[src/perf_pkg.sv]
package perf_pkg;

	typedef logic [11:0] cnt_t;	// free running, wraps at 4096

	localparam int NUM_EVT = 8;

	// bit positions on the event bus
	typedef enum int unsigned {
		EV_L1I_READ  = 0,
		EV_L1I_MISS  = 1,
		EV_L1D_READ  = 2,
		EV_L1D_WRITE = 3,
		EV_L1D_MISS  = 4,
		EV_L2_READ   = 5,
		EV_L2_WRITE  = 6,
		EV_L2_MISS   = 7
	} evt_e;

	// three sections of tag + 3 miss digits + 3 access digits
	localparam int REPORT_LEN = 21;

	localparam logic [7:0] TAG_L1I = 8'h61;	// a
	localparam logic [7:0] TAG_L1D = 8'h62;	// b
	localparam logic [7:0] TAG_L2  = 8'h63;	// c

endpackage
[src/perf_uart_top.sv]
`timescale 1ns/100ps

module perf_uart_top #(
	parameter int FIFO_DEPTH   = 32,
	parameter int CLKS_PER_BIT = 868
) (
	input  logic                         clk,
	input  logic                         rstn,
	input  logic [perf_pkg::NUM_EVT-1:0] evt_i,
	input  logic                         cpu_done_i,
	output logic                         tx_o,
	output logic                         tx_busy_o
);

	import perf_pkg::*;

	cnt_t       snap_l1i_read;
	cnt_t       snap_l1i_miss;
	cnt_t       snap_l1d_read;
	cnt_t       snap_l1d_write;
	cnt_t       snap_l1d_miss;
	cnt_t       snap_l2_read;
	cnt_t       snap_l2_write;
	cnt_t       snap_l2_miss;
	logic       snap_valid;
	logic       wr_en;
	logic [7:0] wr_data;
	logic       full;
	logic       rd_en;
	logic [7:0] rd_data;
	logic       empty;

	cache_event_counter u_counter (
		.clk(clk), .rstn(rstn), .evt_i(evt_i), .cpu_done_i(cpu_done_i),
		.snap_l1i_read_o(snap_l1i_read), .snap_l1i_miss_o(snap_l1i_miss),
		.snap_l1d_read_o(snap_l1d_read), .snap_l1d_write_o(snap_l1d_write),
		.snap_l1d_miss_o(snap_l1d_miss), .snap_l2_read_o(snap_l2_read),
		.snap_l2_write_o(snap_l2_write), .snap_l2_miss_o(snap_l2_miss),
		.snap_valid_o(snap_valid)
	);

	report_encoder u_encoder (
		.clk(clk), .rstn(rstn),
		.snap_l1i_read_i(snap_l1i_read), .snap_l1i_miss_i(snap_l1i_miss),
		.snap_l1d_read_i(snap_l1d_read), .snap_l1d_write_i(snap_l1d_write),
		.snap_l1d_miss_i(snap_l1d_miss), .snap_l2_read_i(snap_l2_read),
		.snap_l2_write_i(snap_l2_write), .snap_l2_miss_i(snap_l2_miss),
		.snap_valid_i(snap_valid), .full_i(full), .wr_en_o(wr_en), .wr_data_o(wr_data)
	);

	byte_fifo #(.FIFO_DEPTH(FIFO_DEPTH)) u_fifo (
		.clk(clk), .rstn(rstn), .wr_en_i(wr_en), .wr_data_i(wr_data), .full_o(full),
		.rd_en_i(rd_en), .rd_data_o(rd_data), .empty_o(empty)
	);

	uart_tx #(.CLKS_PER_BIT(CLKS_PER_BIT)) u_tx (
		.clk(clk), .rstn(rstn), .empty_i(empty), .rd_data_i(rd_data),
		.rd_en_o(rd_en), .tx_o(tx_o), .busy_o(tx_busy_o)
	);

endmodule

[src/uart_tx.sv]
`timescale 1ns/100ps

module uart_tx #(
	parameter int CLKS_PER_BIT = 868
) (
	input  logic       clk,
	input  logic       rstn,
	input  logic       empty_i,
	input  logic [7:0] rd_data_i,
	output logic       rd_en_o,
	output logic       tx_o,
	output logic       busy_o
);

	localparam int CW = $clog2(CLKS_PER_BIT + 1);

	typedef enum logic [1:0] {TX_IDLE, TX_START, TX_DATA, TX_STOP} tx_state_e;

	tx_state_e  state;
	logic [CW-1:0] clk_cnt;
	logic [2:0] bit_idx;
	logic [7:0] shift_q;
	logic       bit_end;

	assign bit_end = (clk_cnt == CW'(CLKS_PER_BIT - 1));
	assign rd_en_o = (state == TX_IDLE) && !empty_i;	// pop only when idle
	assign busy_o  = (state != TX_IDLE);

	always_comb begin
		case (state)
			TX_START: tx_o = 1'b0;
			TX_DATA:  tx_o = shift_q[0];	// lsb first
			default:  tx_o = 1'b1;
		endcase
	end

	always_ff @(posedge clk) begin
		if (!rstn) begin
			state   <= TX_IDLE;
			clk_cnt <= '0;
			bit_idx <= '0;
		end else begin
			clk_cnt <= (state == TX_IDLE || bit_end) ? '0 : clk_cnt + 1'b1;
			case (state)
				TX_IDLE: begin
					if (rd_en_o) begin
						state   <= TX_START;
						bit_idx <= '0;
					end
				end
				TX_START: if (bit_end) state <= TX_DATA;
				TX_DATA: begin
					if (bit_end) begin
						bit_idx <= bit_idx + 1'b1;
						if (bit_idx == 3'd7) state <= TX_STOP;
					end
				end
				default: if (bit_end) state <= TX_IDLE;	// stop bit done
			endcase
		end
	end

	always_ff @(posedge clk) begin
		if (rd_en_o) begin
			shift_q <= rd_data_i;
		end else if (state == TX_DATA && bit_end) begin
			shift_q <= {1'b0, shift_q[7:1]};
		end
	end

endmodule

[src/byte_fifo.sv]
`timescale 1ns/100ps

module byte_fifo #(
	parameter int FIFO_DEPTH = 32
) (
	input  logic       clk,
	input  logic       rstn,
	input  logic       wr_en_i,
	input  logic [7:0] wr_data_i,
	output logic       full_o,
	input  logic       rd_en_i,
	output logic [7:0] rd_data_o,
	output logic       empty_o
);

	localparam int AW = $clog2(FIFO_DEPTH);

	logic [7:0]  mem [FIFO_DEPTH];
	logic [AW:0] wr_ptr;	// extra msb tells full from empty
	logic [AW:0] rd_ptr;
	logic        do_wr;
	logic        do_rd;

	assign empty_o   = (wr_ptr == rd_ptr);
	assign full_o    = (wr_ptr[AW] != rd_ptr[AW]) && (wr_ptr[AW-1:0] == rd_ptr[AW-1:0]);
	assign do_wr     = wr_en_i && !full_o;
	assign do_rd     = rd_en_i && !empty_o;
	assign rd_data_o = mem[rd_ptr[AW-1:0]];	// show-ahead head byte

	always_ff @(posedge clk) begin
		if (!rstn) begin
			wr_ptr <= '0;
			rd_ptr <= '0;
		end else begin
			if (do_wr) begin
				wr_ptr <= wr_ptr + 1'b1;
			end
			if (do_rd) begin
				rd_ptr <= rd_ptr + 1'b1;
			end
		end
	end

	always_ff @(posedge clk) begin
		if (do_wr) begin
			mem[wr_ptr[AW-1:0]] <= wr_data_i;
		end
	end

endmodule

[src/report_encoder.sv]
`timescale 1ns/100ps

module report_encoder (
	input  logic           clk,
	input  logic           rstn,
	input  perf_pkg::cnt_t snap_l1i_read_i,
	input  perf_pkg::cnt_t snap_l1i_miss_i,
	input  perf_pkg::cnt_t snap_l1d_read_i,
	input  perf_pkg::cnt_t snap_l1d_write_i,
	input  perf_pkg::cnt_t snap_l1d_miss_i,
	input  perf_pkg::cnt_t snap_l2_read_i,
	input  perf_pkg::cnt_t snap_l2_write_i,
	input  perf_pkg::cnt_t snap_l2_miss_i,
	input  logic           snap_valid_i,
	input  logic           full_i,
	output logic           wr_en_o,
	output logic [7:0]     wr_data_o
);

	import perf_pkg::*;

	localparam int NUM_SEC  = 3;
	localparam int SEC_DIGS = REPORT_LEN / NUM_SEC - 1;	// digits after each tag
	localparam int NUM_DIGS = SEC_DIGS / 2;	// digits per hex number

	typedef enum logic [1:0] {ENC_IDLE, ENC_TAG, ENC_DIGIT} enc_state_e;

	enc_state_e state;
	logic [1:0] sec_idx;
	logic [2:0] dig_idx;
	logic       pend_q;
	logic       last_byte;
	logic       start;
	cnt_t       miss_q [NUM_SEC];
	cnt_t       sum_q  [NUM_SEC];
	cnt_t       cur_val;
	logic [3:0] nib;

	function automatic logic [7:0] hex_ascii(input logic [3:0] n);
		return (n < 4'd10) ? 8'h30 + n : 8'h37 + n;	// 0-9, A-F
	endfunction

	assign last_byte = (state == ENC_DIGIT) && (dig_idx == 3'(SEC_DIGS - 1)) &&
		(sec_idx == 2'(NUM_SEC - 1));
	assign start   = (snap_valid_i || pend_q) && ((state == ENC_IDLE) || (wr_en_o && last_byte));
	assign wr_en_o = (state != ENC_IDLE) && !full_i;

	always_comb begin
		cur_val = (dig_idx < 3'(NUM_DIGS)) ? miss_q[sec_idx] : sum_q[sec_idx];
		case (dig_idx)
			3'd0, 3'd3: nib = cur_val[11:8];	// msb nibble first
			3'd1, 3'd4: nib = cur_val[7:4];
			default:    nib = cur_val[3:0];
		endcase
		if (state == ENC_TAG) begin
			case (sec_idx)
				2'd0:    wr_data_o = TAG_L1I;
				2'd1:    wr_data_o = TAG_L1D;
				default: wr_data_o = TAG_L2;
			endcase
		end else begin
			wr_data_o = hex_ascii(nib);
		end
	end

	always_ff @(posedge clk) begin
		if (!rstn) begin
			state   <= ENC_IDLE;
			sec_idx <= '0;
			dig_idx <= '0;
			pend_q  <= 1'b0;
		end else begin
			if (start) begin
				pend_q <= 1'b0;
			end else if (snap_valid_i) begin
				pend_q <= 1'b1;	// latest snapshot wins
			end
			if (start) begin
				state   <= ENC_TAG;
				sec_idx <= '0;
				dig_idx <= '0;
			end else if (wr_en_o) begin
				case (state)
					ENC_TAG: begin
						state   <= ENC_DIGIT;
						dig_idx <= '0;
					end
					ENC_DIGIT: begin
						if (dig_idx == 3'(SEC_DIGS - 1)) begin
							dig_idx <= '0;
							if (last_byte) begin
								state <= ENC_IDLE;
							end else begin
								sec_idx <= sec_idx + 1'b1;
								state   <= ENC_TAG;
							end
						end else begin
							dig_idx <= dig_idx + 1'b1;
						end
					end
					default: state <= ENC_IDLE;
				endcase
			end
		end
	end

	always_ff @(posedge clk) begin
		if (start) begin
			miss_q[0] <= snap_l1i_miss_i;
			sum_q[0]  <= snap_l1i_read_i;
			miss_q[1] <= snap_l1d_miss_i;
			sum_q[1]  <= snap_l1d_read_i + snap_l1d_write_i;	// wraps to 12 bits
			miss_q[2] <= snap_l2_miss_i;
			sum_q[2]  <= snap_l2_read_i + snap_l2_write_i;
		end
	end

endmodule

[src/cache_event_counter.sv]
`timescale 1ns/100ps

module cache_event_counter (
	input  logic                         clk,
	input  logic                         rstn,
	input  logic [perf_pkg::NUM_EVT-1:0] evt_i,
	input  logic                         cpu_done_i,
	output perf_pkg::cnt_t               snap_l1i_read_o,
	output perf_pkg::cnt_t               snap_l1i_miss_o,
	output perf_pkg::cnt_t               snap_l1d_read_o,
	output perf_pkg::cnt_t               snap_l1d_write_o,
	output perf_pkg::cnt_t               snap_l1d_miss_o,
	output perf_pkg::cnt_t               snap_l2_read_o,
	output perf_pkg::cnt_t               snap_l2_write_o,
	output perf_pkg::cnt_t               snap_l2_miss_o,
	output logic                         snap_valid_o
);

	import perf_pkg::*;

	logic [NUM_EVT-1:0] evt_prev;
	logic [NUM_EVT-1:0] evt_rise;
	logic               done_prev;
	logic               done_rise;
	cnt_t               cnt [NUM_EVT];

	assign evt_rise  = evt_i & ~evt_prev;	// level held high counts once
	assign done_rise = cpu_done_i & ~done_prev;

	always_ff @(posedge clk) begin
		if (!rstn) begin
			evt_prev     <= '0;
			done_prev    <= 1'b0;
			snap_valid_o <= 1'b0;
			for (int i = 0; i < NUM_EVT; i++) begin
				cnt[i] <= '0;
			end
		end else begin
			evt_prev     <= evt_i;
			done_prev    <= cpu_done_i;
			snap_valid_o <= done_rise;	// one cycle after the freeze
			for (int i = 0; i < NUM_EVT; i++) begin
				if (evt_rise[i]) begin
					cnt[i] <= cnt[i] + 1'b1;
				end
			end
		end
	end

	// values before this cycle's increments are frozen
	always_ff @(posedge clk) begin
		if (done_rise) begin
			snap_l1i_read_o  <= cnt[EV_L1I_READ];
			snap_l1i_miss_o  <= cnt[EV_L1I_MISS];
			snap_l1d_read_o  <= cnt[EV_L1D_READ];
			snap_l1d_write_o <= cnt[EV_L1D_WRITE];
			snap_l1d_miss_o  <= cnt[EV_L1D_MISS];
			snap_l2_read_o   <= cnt[EV_L2_READ];
			snap_l2_write_o  <= cnt[EV_L2_WRITE];
			snap_l2_miss_o   <= cnt[EV_L2_MISS];
		end
	end

endmodule

[config.mk]
export PLATFORM = sky130hd
export DESIGN_NAME = perf_uart_top
export DESIGN_NICKNAME = d
export VERILOG_FILES = /design/src/perf_pkg.sv /design/src/perf_uart_top.sv /design/src/uart_tx.sv /design/src/byte_fifo.sv /design/src/report_encoder.sv /design/src/cache_event_counter.sv
export SDC_FILE = /design/constraint.sdc
export NUM_CORES = 1
export LEC_CHECK = 0
export CAP_MARGIN = 25
export CORE_ASPECT_RATIO = 2
export CORE_MARGIN = 3
export CORE_UTILIZATION = 35
export CTS_CLUSTER_DIAMETER = 80
export CTS_CLUSTER_SIZE = 14
export DETAILED_ROUTE_END_ITERATION = 10
export DONT_BUFFER_PORTS = 1
export PLACE_DENSITY_LB_ADDON = 0.08
export SYNTH_ARGS = -nofsm -noshare
export SYNTH_HDL_FRONTEND = slang
export SYNTH_HIERARCHICAL = 1
export SYNTH_SLANG_ARGS = --single-unit
[constraint.sdc]
create_clock -name clk -period 7.96 [get_ports clk]
set_input_delay 1.592 -clock clk [delete_from_list [all_inputs] [get_ports clk]]
set_output_delay 1.592 -clock clk [all_outputs]
set_load 0.005 [all_outputs]
### Word level (Yosys, flattened, before mapping)

Memory sizes are Yosys's and may differ from the RTL's. A register that Yosys moved wholly into a read port is not among the register bits.
Index checks and enable logic that the tools add are counted.
Widths: inputs -> output; s select.

| operators by class | value |
|---|---|
| add/subtract/negate cells | 18 |
| magnitude comparators | 2 |
| equality and inequality tests | 21 |
| muxes and demuxes | 67 |
| bitwise gates (word level) | 14 |
| reduce and logical (&&, ||, !) cells | 36 |

Operator list:

| cell | number |
|---|---|
| $mux 12 | 9 |
| $add 12x1->12 const B | 8 |
| $mux 1 | 32 |
| $mux 8 | 4 |
| $add 12x12->12 | 2 |
| $mux 2 | 10 |
| $add 6x4->7 const A | 2 |
| $reduce_bool 2->1 | 7 |
| $add 6x1->6 const B | 2 |
| $pmux 3 s2 | 2 |
| $add 10x1->10 const B | 1 |
| $eq 10x10->1 const B | 1 |
| $logic_and 1x1->1 | 10 |
| $mux 5 | 2 |
| $eq 3x3->1 const B | 3 |
| $mux 3 | 3 |
| $and 8x8->8 | 1 |
| $not 8->8 | 1 |
| $or 1x1->1 | 8 |
| $pmux 2 s2 | 2 |
| $pmux 4 s2 | 1 |
| $reduce_or 2->1 | 4 |
| $add 3x1->3 const B | 2 |
| $eq 2x1->1 const B | 3 |
| 24 further kinds | 38 |

| word-level totals | value |
|---|---|
| register bits | 149 |
| bits in writable memories | 424 |
| input port bits | 11 |
| output and inout port bits | 2 |
| word-level logic and storage cells | 184 |
| memories kept | 4 |

Memory list:

| memory | depth | width | rd ports | clocked after Yosys merged registers in | write ports | line | RTL |
|---|---|---|---|---|---|---|---|
| u_fifo.mem | 32 | 8 | 1 | 1 | 1 | byte_fifo.sv:18 | `logic [7:0] mem [FIFO_DEPTH];` |
| u_counter.cnt | 8 | 12 | 8 | 0 | 8 | cache_event_counter.sv:25 | `cnt_t cnt [NUM_EVT];` |
| u_encoder.miss_q | 3 | 12 | 1 | 1 | 3 | report_encoder.sv:34 | `cnt_t miss_q [NUM_SEC];` |
| u_encoder.sum_q | 3 | 12 | 1 | 1 | 3 | report_encoder.sv:35 | `cnt_t sum_q [NUM_SEC];` |

### Logic depth before layout (Yosys ltp)

Gate-level depths: netlist (run 1).

| logic depth | value |
|---|---|
| depth in word-level cells | 9 |
| gate-level depth with buffers | 13 |
| mapped depth without buffers | 11 |

### By module

The synthesis (run 1) kept the hierarchy.

Modules (own cells, without submodules):

| module | instances | cells an instance | area each (µm²) | seq. area each (µm²) |
|---|---|---|---|---|
| byte_fifo | 1 | 494 | 10679.0 | 8027.7 |
| cache_event_counter | 1 | 581 | 8194.1 | 5965.7 |
| report_encoder | 1 | 390 | 4549.4 | 2362.3 |
| uart_tx | 1 | 104 | 1099.8 | 540.5 |

### Worst setup path before layout (run 1)

OpenSTA, ideal clock, no wires.

| path | value |
|---|---|
| kind | input-to-reg |
| start point | in cpu_done_i |
| end point | reg u_counter.snap_l1d_miss_o[0] (read register of u_counter.cnt), enable pin |
| setup time | 0.562 ns |
| arrival | 5.793 ns |
| required time | 7.398 ns |
| slack | 1.605 ns |
| stages on the path | 1 |
| path buffers | 0 |
| path through | nor2b_1 |

| on the way | value |
|---|---|
| word-level cells in the longest chain between the ends | 1 |

Ends and longest elaborated chain:

| item | line | RTL |
|---|---|---|
| start: declaration | perf_uart_top.sv:10 | `input logic cpu_done_i,` |
| $and 1x1->1 | cache_event_counter.sv:28 | `assign done_rise = cpu_done_i & ~done_prev;` |
| end: declaration | cache_event_counter.sv:12 | `output perf_pkg::cnt_t snap_l1d_miss_o,` |

Every way passes these cells.
A chain may end at the register's enable or synchronous reset.

### Worst setup path after layout (run 1)

| path | value |
|---|---|
| start point | reg u_encoder.dig_idx[0] |
| end point | mem u_fifo.mem[24][6], data pin |

| on the way | value |
|---|---|
| word-level cells in the longest chain between the ends | 6 |
| elaborated cells on any way between the ends | 14 |
| those cells by class | 2 x add/sub; 2 x order compare; 3 x eq/ne; 4 x mux; 3 x reduce/logical |

Ends and longest elaborated chain:

| item | line | RTL |
|---|---|---|
| start: declaration | report_encoder.sv:30 | `logic [2:0] dig_idx;` |
| start signal: assignment | report_encoder.sv:98 | `dig_idx <= dig_idx + 1'b1;` |
| $lt 3x2->1 (tied with other cells) | report_encoder.sv:49 | `cur_val = (dig_idx < 3'(NUM_DIGS)) ? miss_q[sec_idx] : sum_q[sec_idx];` |
| $mux 12 / $reduce_or 2->1 (equally long branches) | report_encoder.sv:49, report_encoder.sv:50 |  |
| $pmux 4 s2 (*) | report_encoder.sv:50 | `case (dig_idx)` |
| $add 6x4->7 / $lt 4x4->1 (equally long branches) | report_encoder.sv:40 | `return (n < 4'd10) ? 8'h30 + n : 8'h37 + n;` |
| $mux 8 (*) | report_encoder.sv:40 |  |
| $mux 8 (*) | report_encoder.sv:55 | `if (state == ENC_TAG) begin` |
| net wr_data[6] | perf_uart_top.sv:27 | `logic [7:0] wr_data;` |
| end: declaration | byte_fifo.sv:18 |  |

Mark *: on every way through the listed nets, which the timed path passes. The rest lies on a longest branch.

==> metrics, run 1 <==
Initial Utilization 35.50%; # Max-Cap Violations 0; CTS Hold Buffers Added 0; area grow syn2layout 11.00%; Avg WL per Cell around 23 um; layout cells sized above 1 ~15%; CTS H-tree depth 2; DRC Markers 0; end of the worst hold path u_encoder/miss_q[2][2]; via count 13220; worst-path fanout max 33; Ant. Diodes 0; Post-synth top cells edfxtp_1 (528), nor2_1 (110), mux4_2 (88); Global Route Usage Sum between 10% and 20%; Worst-Margin Slew approximately 0.94 ns; Final Hold Vio Count 0; layer carrying the most global-route usage met2; die width 193.2 um; post-placement cell count ~2500; leakage power approximately 8.8 nW; Clk Latency, worst-skew pair 0.58 ns; Final ANT Viol Nets 0; Post-CTS Resized 0; CP required 8.12 ns; clock tree buffer depth 3; top cell type by total area after synthesis edfxtp_1; Worst-path clk slew 0.07 ns; pwr dens 231.2 nW/um^2; CP Class reg -> reg; reg-to-reg slack, setup just under 4 ns; first-pass GRT wire length 86.15 mm; yosys warns 6; Post-Synthesis Cells 1569; Worst Clk Skew 0.01823 ns; final setup violation count 0; asr flop ratio synth 0%; Syn Area/Cell 15.63 sq um; fillcell total ~6500; IO Port Bufs 0; Num CTS Buffers 47; Hold/Removal Path Class reg -> reg; Clock Sinks 580; Syn Std Cell Area 24520 sq um; Yosys top cell area share between 60 and 70%; sequential area share after synthesis 68.90%; initial antenna violation count 0; Main synth FF type edfxtp_1; top cells by area, synth edfxtp_1 (65%), mux4_2 (8.1%), dfxtp_1 (4.2%), ha_1 (2.5%), nor2_1 (1.7%); hold path depth 0; via/cell ratio just over 5; Layout Nets 1684; unrepaired setup endpoints after global routing false; Final Slew Violations 0; Worst R2R Start u_encoder/dig_idx[0]; syn nets 1631; largest net degree at the start of global routing 73; Post-CTS Setup Bufs 0; status complete, no violations; GR Util met1 15.33%; worst r2r path cells 9; worst vdd ir between 150 and 200 uV; Crit. End Element flip-flop; setup TNS 0 ns; number of global-route vias before repair 13650; RD Place Congestion a little under 0.9; Fmax 0.2448 GHz; Die H around 380 um; die area between 70000 and 80000 sq um; grt met2 use 32.21%; critical path data arrival time 4.24 ns; 1st-iter DRT viols approximately 750; TritonRoute pass-1 iters 5; GRT met3 Usage 1.834%; most common cell in the synthesized netlist edfxtp_1; row count 136; post-synthesis cell type count 74; startpoint types flip-flop; CTS root buf clkbuf_16; Power Total 6.294 mW; min Tclk post-route 4.084 ns; Post-synth EDFFs 528; Tcrit/Tclk final around half; worst hold start u_counter/snap_l2_miss_o[2]; hpwl dp 40.33 mm; RR Endpoint u_fifo/mem[24][6]; Synth Register Bits between 500 and 600; GRT Residual Overflow 0; Worst slew margin 36.97%; Core Region 69090 sq um; final wirelength 57.50 mm; CTS tree built; Finished Layout Cells 2546; num ports 13
==> worst max-delay path by stage <==
| stage | start | endpoint | slack (ns) | cells past startpoint |
|---|---|---|---|---|
| detailed placement | u_encoder/dig_idx[0] | u_fifo/mem[7][6] | 3.89 | 9 |
| floorplan | cpu_done_i | u_counter/snap_l1d_miss_o[0] | 1.61 | 1 |
| global placement | u_encoder/dig_idx[0] | u_fifo/mem[21][1] | 3.94 | 7 |
| finish | u_encoder/dig_idx[0] | u_fifo/mem[24][6] | 3.88 | 9 |
| CTS | u_encoder/dig_idx[0] | u_fifo/mem[6][6] | 3.87 | 9 |
| global route | u_encoder/dig_idx[2] | u_fifo/mem[24][6] | 3.54 | 11 |
==> worst max-delay path, cell delays in order (launching register included) <==
cell,delay (ns)
dfxtp_1,0.71
a21o_1,0.68
mux4_1,0.38
or2_1,0.25
a221oi_4,0.38
ha_1,0.26
o21bai_1,0.10
a21oi_2,0.14
buf_4,0.30
inv_1,0.45
==> placed cells by master, fill, tap and decap left out, types with 21 or more instances in the layout <==
master | netlist | layout
ha_1 | 49 | 49
clkbuf_16 | 0 | 49
nor2_1 | 110 | 110
o21ai_0 | 47 | 47
clkbuf_1 | 20 | 25
xor2_1 | 22 | 22
mux4_2 | 88 | 88
dfxtp_1 | 52 | 49
nand2_1 | 76 | 76
o31ai_1 | 29 | 29
inv_1 | 61 | 60
edfxtp_1 | 528 | 528
a21oi_1 | 82 | 80
xnor2_1 | 38 | 38
or3_1 | 30 | 30
buf_4 | 8 | 45
and2_1 | 21 | 21
or4_1 | 32 | 32
nand3_1 | 62 | 62
==> routing by layer <==
layer | up-vias | wire (um)
li1 | 6202 | -
met5 | - | 0
met4 | 0 | 2823
met3 | 111 | 1248
met1 | 6719 | 19100
met2 | 188 | 34330
==> per-stage QoR <==
| step | area, sq um | worst slack, ns | util, % | hold slack [ns] |
|---|---|---|---|---|
| 3_3_place_gp | 25730 | 3.943 | 37.25 | 0.4018 |
| 3_5_place_dp | 25840 | 3.890 | 37.41 | 0.4045 |
| 6_report | 27220 | 3.876 | 39.40 | 0.4164 |
| 4_1_cts | 27180 | 3.869 | 39.35 | 0.4165 |
| 5_1_grt | 27220 | 3.539 | 39.40 | 0.4231 |
| 2_1_floorplan | 24520 | 1.605 | - | 0.4003 |
==> where the power goes <==
| group | internal [mW] | leakage [nW] | switching, mW | total (mW) |
|---|---|---|---|---|
| logic | 0.172 | 2.64 | 0.282 | 0.454 |
| clock network | 1.14 | 0.645 | 1.05 | 2.19 |
| registers | 3.53 | 5.47 | 0.118 | 3.65 |
| total | 4.84 | 8.75 | 1.45 | 6.29 |
==> area by class of cell <==
| class | count | area, sq um | area share (%) |
|---|---|---|---|
| timing repair buffer | 54 | 459.2 | 1.687 |
| multi-input combinational | 878 | 7164 | 26.32 |
| tap | 897 | 1122 | 4.123 |
| inverter | 61 | 229.0 | 0.8412 |
| clock buffer | 75 | 1334 | 4.900 |
| sequential | 580 | 16900 | 62.10 |
| clock inverter | 1 | 8.758 | 0.03218 |
==> flip-flops by register name (all words and copies together), names as in the netlist, 10 cells and up, named ones only <==
name / flops
u_encoder/sum_q: 36
u_counter/snap_l1d_miss_o: 12
u_encoder/miss_q: 36
u_counter/snap_l1i_read_o: 12
u_counter/snap_l2_miss_o: 12
u_counter/snap_l1d_read_o: 12
u_counter/snap_l2_read_o: 12
u_fifo/mem: 256
u_counter/snap_l1d_write_o: 12
u_counter/cnt: 96
u_tx/clk_cnt: 10
u_counter/snap_l2_write_o: 12
u_counter/snap_l1i_miss_o: 12
==> cell families (layout without fill, tap and decap cells) <==
logic type	Yosys count	after routing	synth area share [%]
AND/OR/NAND/NOR	414	414	8.750
flip-flops	580	580	68.90
AO/OA/AOI/OAI	232	232	5.995
other	1	1	0.01529
adder cells (fa/ha/maj)	51	51	2.663
XOR/XNOR	60	60	2.143
multiplexers	120	120	9.531
buffers and inverters	111	191	2.000
No activity file was read; power rests on OpenSTA's default activity.
==> inputs of run 2 (changes only) <==
==> constraint.sdc (replaced) <==
create_clock -name clk -period 3.58 [get_ports clk]
set_input_delay 0.716 -clock clk [delete_from_list [all_inputs] [get_ports clk]]
set_output_delay 0.716 -clock clk [all_outputs]
set_load 0.005 [all_outputs]
==> run 2 against run 1 <==
Against the previous run: via count barely moved; hold slack got worse by 0.16 ns; largest cell class unchanged; clock power up 120%; maximum frequency is 30% higher; final cell count rose by 1.1%.
==> metrics, run 2 (synthesis results as in run 1) <==
worst vdd ir 383.8 uV (+110%); worst hold start rstn; max FFs per register 256 (unchanged); final setup violation count 0 (unchanged); Global Route Usage Sum 16.21% (+0.36 points); number of global-route vias before repair 13870 (+1.6%); pwr dens 510.2 nW/um^2 (+120%); Core Region 69090 sq um (unchanged); CTS tree built; TritonRoute pass-1 iters 5 (unchanged); RD Place Congestion 0.8955 (+2.6%); Ant. Diodes 0 (unchanged); Die H 380.3 um (unchanged); Avg WL per Cell 22.85 um (+1.2%); unrepaired setup endpoints after global routing false; CP required 3.86 ns (-4.26 ns); Crit. End Element flip-flop; CTS H-tree depth 2 (unchanged); Initial Utilization 35.50% (unchanged); area grow syn2layout 11.83%; hpwl dp 42.57 mm (+5.6%); status complete, no violations; CTS root buf clkbuf_16; largest net degree at the start of global routing 57 (-22%); first-pass GRT wire length 87.99 mm (+2.1%); CP Class reg -> reg; CTS Hold Buffers Added 0 (unchanged); GRT Residual Overflow 0 (unchanged); Post-CTS Setup Bufs 0 (unchanged); final wirelength 58.80 mm (+2.3%); Hold/Removal Path Class in -> reg; initial antenna violation count 0 (unchanged); RR Endpoint u_fifo/mem[11][0]; Worst R2R Start u_encoder/dig_idx[2]; setup TNS 0 ns (unchanged); Final ANT Viol Nets 0 (unchanged); Num CTS Buffers 47 (unchanged); Post-CTS Resized 0 (unchanged); most common cell after layout, fill and taps aside edfxtp_1; Power Total 13.99 mW (+120%); die width 193.2 um (unchanged); worst r2r path cells 10 (+1); Worst Clk Skew 0.02043 ns (+0.002200 ns); fillcell total 6456 (-0.84%); IO Port Bufs 0 (unchanged); reg-to-reg slack, setup 0.45 ns (-3.43 ns); critical path data arrival time 3.42 ns (-0.82 ns); hold path depth 1 (+1); Final Hold Vio Count 0 (unchanged); startpoint types flip-flop; row count 136 (unchanged); min Tclk post-route 3.133 ns (-0.9514 ns); layer carrying the most global-route usage met2; Worst slew margin 40.68% (+3.7 points); DRC Markers 0 (unchanged); Worst-path clk slew 0.07 ns (about the same); Final Slew Violations 0 (unchanged); Worst-Margin Slew 0.8898 ns (-0.05136 ns); Clk Latency, worst-skew pair 0.59 ns (about the same); layout cells sized above 1 15.81% (+1.2 points); Clock Sinks 580 (unchanged); # Max-Cap Violations 0 (unchanged); worst-path fanout max 32 (-3.0%); GR Util met1 15.22% (-0.11 points); die area 73470 sq um (unchanged); via count 13230 (+0.076%); Tcrit/Tclk final 87.51% (+36 points); Layout Nets 1711 (+1.6%); num ports 13 (unchanged); leakage power 8.890 nW (+1.6%); 1st-iter DRT viols 602 (-19%); Fmax 0.3192 GHz (+30%); clock tree buffer depth 3 (unchanged); GRT met3 Usage 1.816% (-0.018 points); end of the worst hold path u_counter/done_prev; most frequent cells in the layout edfxtp_1 (528), nor2_1 (110), mux4_2 (88); via/cell ratio 5.142 (-0.97%); grt met2 use 34.34% (+2.1 points)
[run 2: cell types whose count changed in the layout (fill, tap and decap cells not counted), moves of 3 or more]
cell | previous run | this run
buf_12 | 1 | 5
buf_4 | 45 | 76
buf_6 | 5 | 0
buf_8 | 3 | 0
[run 2: final cells by class]
cell class | count | area [sq um] | share of cell area (%)
Tap cell | 897 | 1122 | 4.093
Sequential cell | 580 | 16900 | 61.63
Multi-Input combinational cell | 878 | 7168 | 26.14
Clock inverter | 1 | 8.758 | 0.03194
Clock buffer | 75 | 1324 | 4.827
Inverter | 61 | 229.0 | 0.8349
Timing Repair Buffer | 81 | 670.6 | 2.445
[run 2: worst max-delay path, cell delays in order, from the launching register on]
cell      delay, ns
dfxtp_1        0.51
inv_1          0.18
ha_1           0.29
and2_1         0.17
o21ai_0        0.26
a32oi_1        0.15
a221oi_4       0.40
nand2b_2       0.15
and3_1         0.19
o31a_1         0.28
buf_4          0.24
[run 2: worst max-delay path by stage]
| stage | start | cells past startpoint | slack (ns) | endpoint |
|---|---|---|---|---|
| finish | u_encoder/dig_idx[2] | 10 | 0.45 | u_fifo/mem[11][0] |
| global route | u_encoder/dig_idx[2] | 10 | 0.18 | u_fifo/mem[11][0] |
| CTS | u_encoder/dig_idx[2] | 10 | 0.45 | u_fifo/mem[9][0] |
| detailed placement | u_encoder/dig_idx[2] | 10 | 0.48 | u_fifo/mem[13][0] |
| global placement | flip-flop | 5 | 0.49 | u_tx/shift_q[5] |
| floorplan | u_encoder/dig_idx[0] | 12 | 0.03 | u_fifo/mem[0][6] |
[run 2: through the flow]
step                std cells  hold WS, ns  cell area [sq um]  util, %  setup WS [ns]
detailed placement       2497       0.4045              26090    37.77         0.4796
floorplan                1569       0.4003              24540        -        0.02996
global route             2573       0.2249              27420    39.70         0.1786
global placement         2497       0.4009              26090    37.77         0.4915
CTS                      2573       0.2203              27420    39.70         0.4519
finish                   2573       0.2592              27420    39.70         0.4472
[run 2: report_power, final]
group | internal (mW) | switching (mW)
Clock | 2.52 | 2.33
Combinational | 0.395 | 0.674
Sequential | 7.85 | 0.228
[run 2: layer usage]
layer | part of all wire, % | wire [um]
met1 | 33 | 19200
met3 | 1.9 | 1133
met5 | 0 | 0
met4 | 3.4 | 1979
met2 | 62 | 36490
==> inputs of run 3 (changes only) <==
--- a/config.mk
+++ b/config.mk
@@ -13,7 +13,7 @@
 export CTS_CLUSTER_SIZE = 14
 export DETAILED_ROUTE_END_ITERATION = 10
 export DONT_BUFFER_PORTS = 1
-export PLACE_DENSITY_LB_ADDON = 0.08
+export PLACE_DENSITY = 0.49
 export SYNTH_ARGS = -nofsm -noshare
 export SYNTH_HDL_FRONTEND = slang
 export SYNTH_HIERARCHICAL = 1
==> run 3 against run 2 <==
Against the previous run: global-route usage is 0.58 points lower; cell area hardly changed; non-clock buffer count is 5 lower; die area stayed put; count of clock-buffer cells in the layout is 2 higher; sequential share of layout area hardly changed; via count is 0.31% higher; core utilization hardly changed; clock skew is 0.0035 ns lower; sequential power hardly changed; combinational power hardly changed; largest cell class unchanged.
==> metrics, run 3 (synthesis results as in run 1) <==
status complete, no violations; die area 73470 sq um (unchanged); Setup WS pre-CTS 0.4214 ns (-0.05817 ns); Layout Nets 1706 (-0.29%); 1st-iter DRT viols 741 (+23%); largest net degree at the start of global routing 61 (+7.0%); most frequent cells in the layout edfxtp_1 (528), nor2_1 (110), mux4_2 (88); unrepaired setup endpoints after global routing false; worst-path fanout max 32 (unchanged); Global Route Usage Sum 15.64% (-0.58 points); max FFs per register 256 (unchanged); Post-CTS Resized 0 (unchanged); num ports 13 (unchanged); Crit. End Element flip-flop; reg-to-reg slack, setup 0.35 ns (-0.10 ns); GRT Residual Overflow 0 (unchanged); capture point of the worst path u_fifo/mem[3][1]; CP required 3.92 ns (+0.06 ns); via/cell ratio 5.164 (+0.43%); final setup margin 0.3469 ns (-0.1003 ns); CTS tree built; DRC Markers 0 (unchanged); IO Port Bufs 0 (unchanged); Ant. Diodes 0 (unchanged); CTS root buf clkbuf_16; most common cell after layout, fill and taps aside edfxtp_1; worst r2r path cells 9 (-1); Worst-Margin Slew 0.9874 ns (+0.09754 ns); RD Place Congestion 0.9342 (+4.3%); setup TNS 0 ns (unchanged); Initial Utilization 35.50% (unchanged); pwr dens 508.7 nW/um^2 (-0.29%); Worst R2R Start u_encoder/dig_idx[2]; Final Hold Vio Count 0 (unchanged); CP startpoint u_encoder/dig_idx[2]; critical path data arrival time 3.57 ns (+0.15 ns); worst hold margin 0.2698 ns (+0.01062 ns); RR Endpoint u_fifo/mem[3][1]; first-pass GRT wire length 86.00 mm (-2.3%); initial antenna violation count 0 (unchanged); Worst-path clk slew 0.07 ns (about the same); via count 13270 (+0.31%); CTS Hold Buffers Added 0 (unchanged); Fmax 0.3093 GHz (-3.1%); Core Region 69090 sq um (unchanged); clock tree buffer depth 3 (unchanged); Final Slew Violations 0 (unchanged); leakage power 8.877 nW (-0.14%); # Max-Cap Violations 0 (unchanged); Clock Sinks 580 (unchanged); Num CTS Buffers 47 (unchanged); die width 193.2 um (unchanged); hold path depth 1 (unchanged); Avg WL per Cell 22.00 um (-3.7%); final setup violation count 0 (unchanged); fillcell total 6414 (-0.65%); layout cells sized above 1 15.54% (-0.27 points); CP Class reg -> reg; Final ANT Viol Nets 0 (unchanged); number of global-route vias before repair 13840 (-0.19%); startpoint types flip-flop; Hold/Removal Path Class in -> reg; Tcrit/Tclk final 90.31% (+2.8 points); Worst Clk Skew 0.01692 ns (-0.003508 ns); hpwl dp 41.25 mm (-3.1%); Post-CTS Setup Bufs 0 (unchanged); area grow syn2layout 11.86% (about the same); Die H 380.3 um (unchanged); Post-Route Utilization 39.71% (about the same); final wirelength 56.53 mm (-3.9%); worst vdd ir 338.4 uV (-12%); row count 136 (unchanged); Clk Latency, worst-skew pair 0.57 ns (-0.02 ns); CTS H-tree depth 2 (unchanged); TritonRoute pass-1 iters 5 (unchanged); min Tclk post-route 3.233 ns (+0.1003 ns); Worst slew margin 34.04% (-6.6 points)
==> run 3: cell count changes in the layout (fill, tap and decap cells not counted) <==
cell	delta
buf_12	+3
buf_4	-8
clkbuf_1	+2
==> run 3: routing by layer <==
metal	track usage [%]	vias to the layer above	share of wire, %
li1	-	6264	-
met4	6.408	0	4.4
met3	1.742	99	2.2
met5	0	-	0
met1	15.17	6702	33
met2	32.02	206	60
==> run 3: through the flow <==
step	power (mW)	instances	area, sq um
finish	13.95	2570	27430
global route	14.55	2570	27430
CTS	14.18	2570	27430
detailed placement	9.325	2492	26090
global placement	9.286	2492	26090
floorplan	8.856	1569	24540
==> run 3: worst max-delay path, stage by stage (launching register included) <==
cell      delay [ns]
dfxtp_1         0.47
a21o_1          0.45
buf_4           0.25
mux2i_1         0.08
a211oi_1        0.31
a221oi_1        0.15
o21ai_1         0.53
a21boi_0        0.23
o22ai_2         0.15
buf_4           0.37
==> run 3: area by class of cell <==
class	instances	area (sq um)	share of cell area (%)
sequential	580	16900	61.61
tap	897	1122	4.091
timing repair buffer	76	670.6	2.445
inverter	61	229.0	0.8347
clock inverter	1	8.758	0.03193
clock buffer	77	1331	4.853
multi-input combinational	878	7168	26.13
==> run 3: report_power, final <==
| group | switching [mW] | internal [mW] |
|---|---|---|
| clock | 2.28 | 2.53 |
| sequential | 0.235 | 7.85 |
| combinational | 0.663 | 0.399 |
| total | 3.18 | 10.8 |
==> run 3: how the worst min path moves through the flow <==
stage / from / end
floorplan: u_counter/snap_l1i_miss_o[0] / u_encoder/miss_q[0][0]
global placement: u_counter/snap_l2_miss_o[8] / u_encoder/miss_q[2][8]
detailed placement: u_counter/snap_l1d_miss_o[1] / u_encoder/miss_q[1][1]
CTS: evt_i[7] / u_counter/evt_prev[7]
global route: rstn / u_counter/done_prev
finish: rstn / u_counter/done_prev
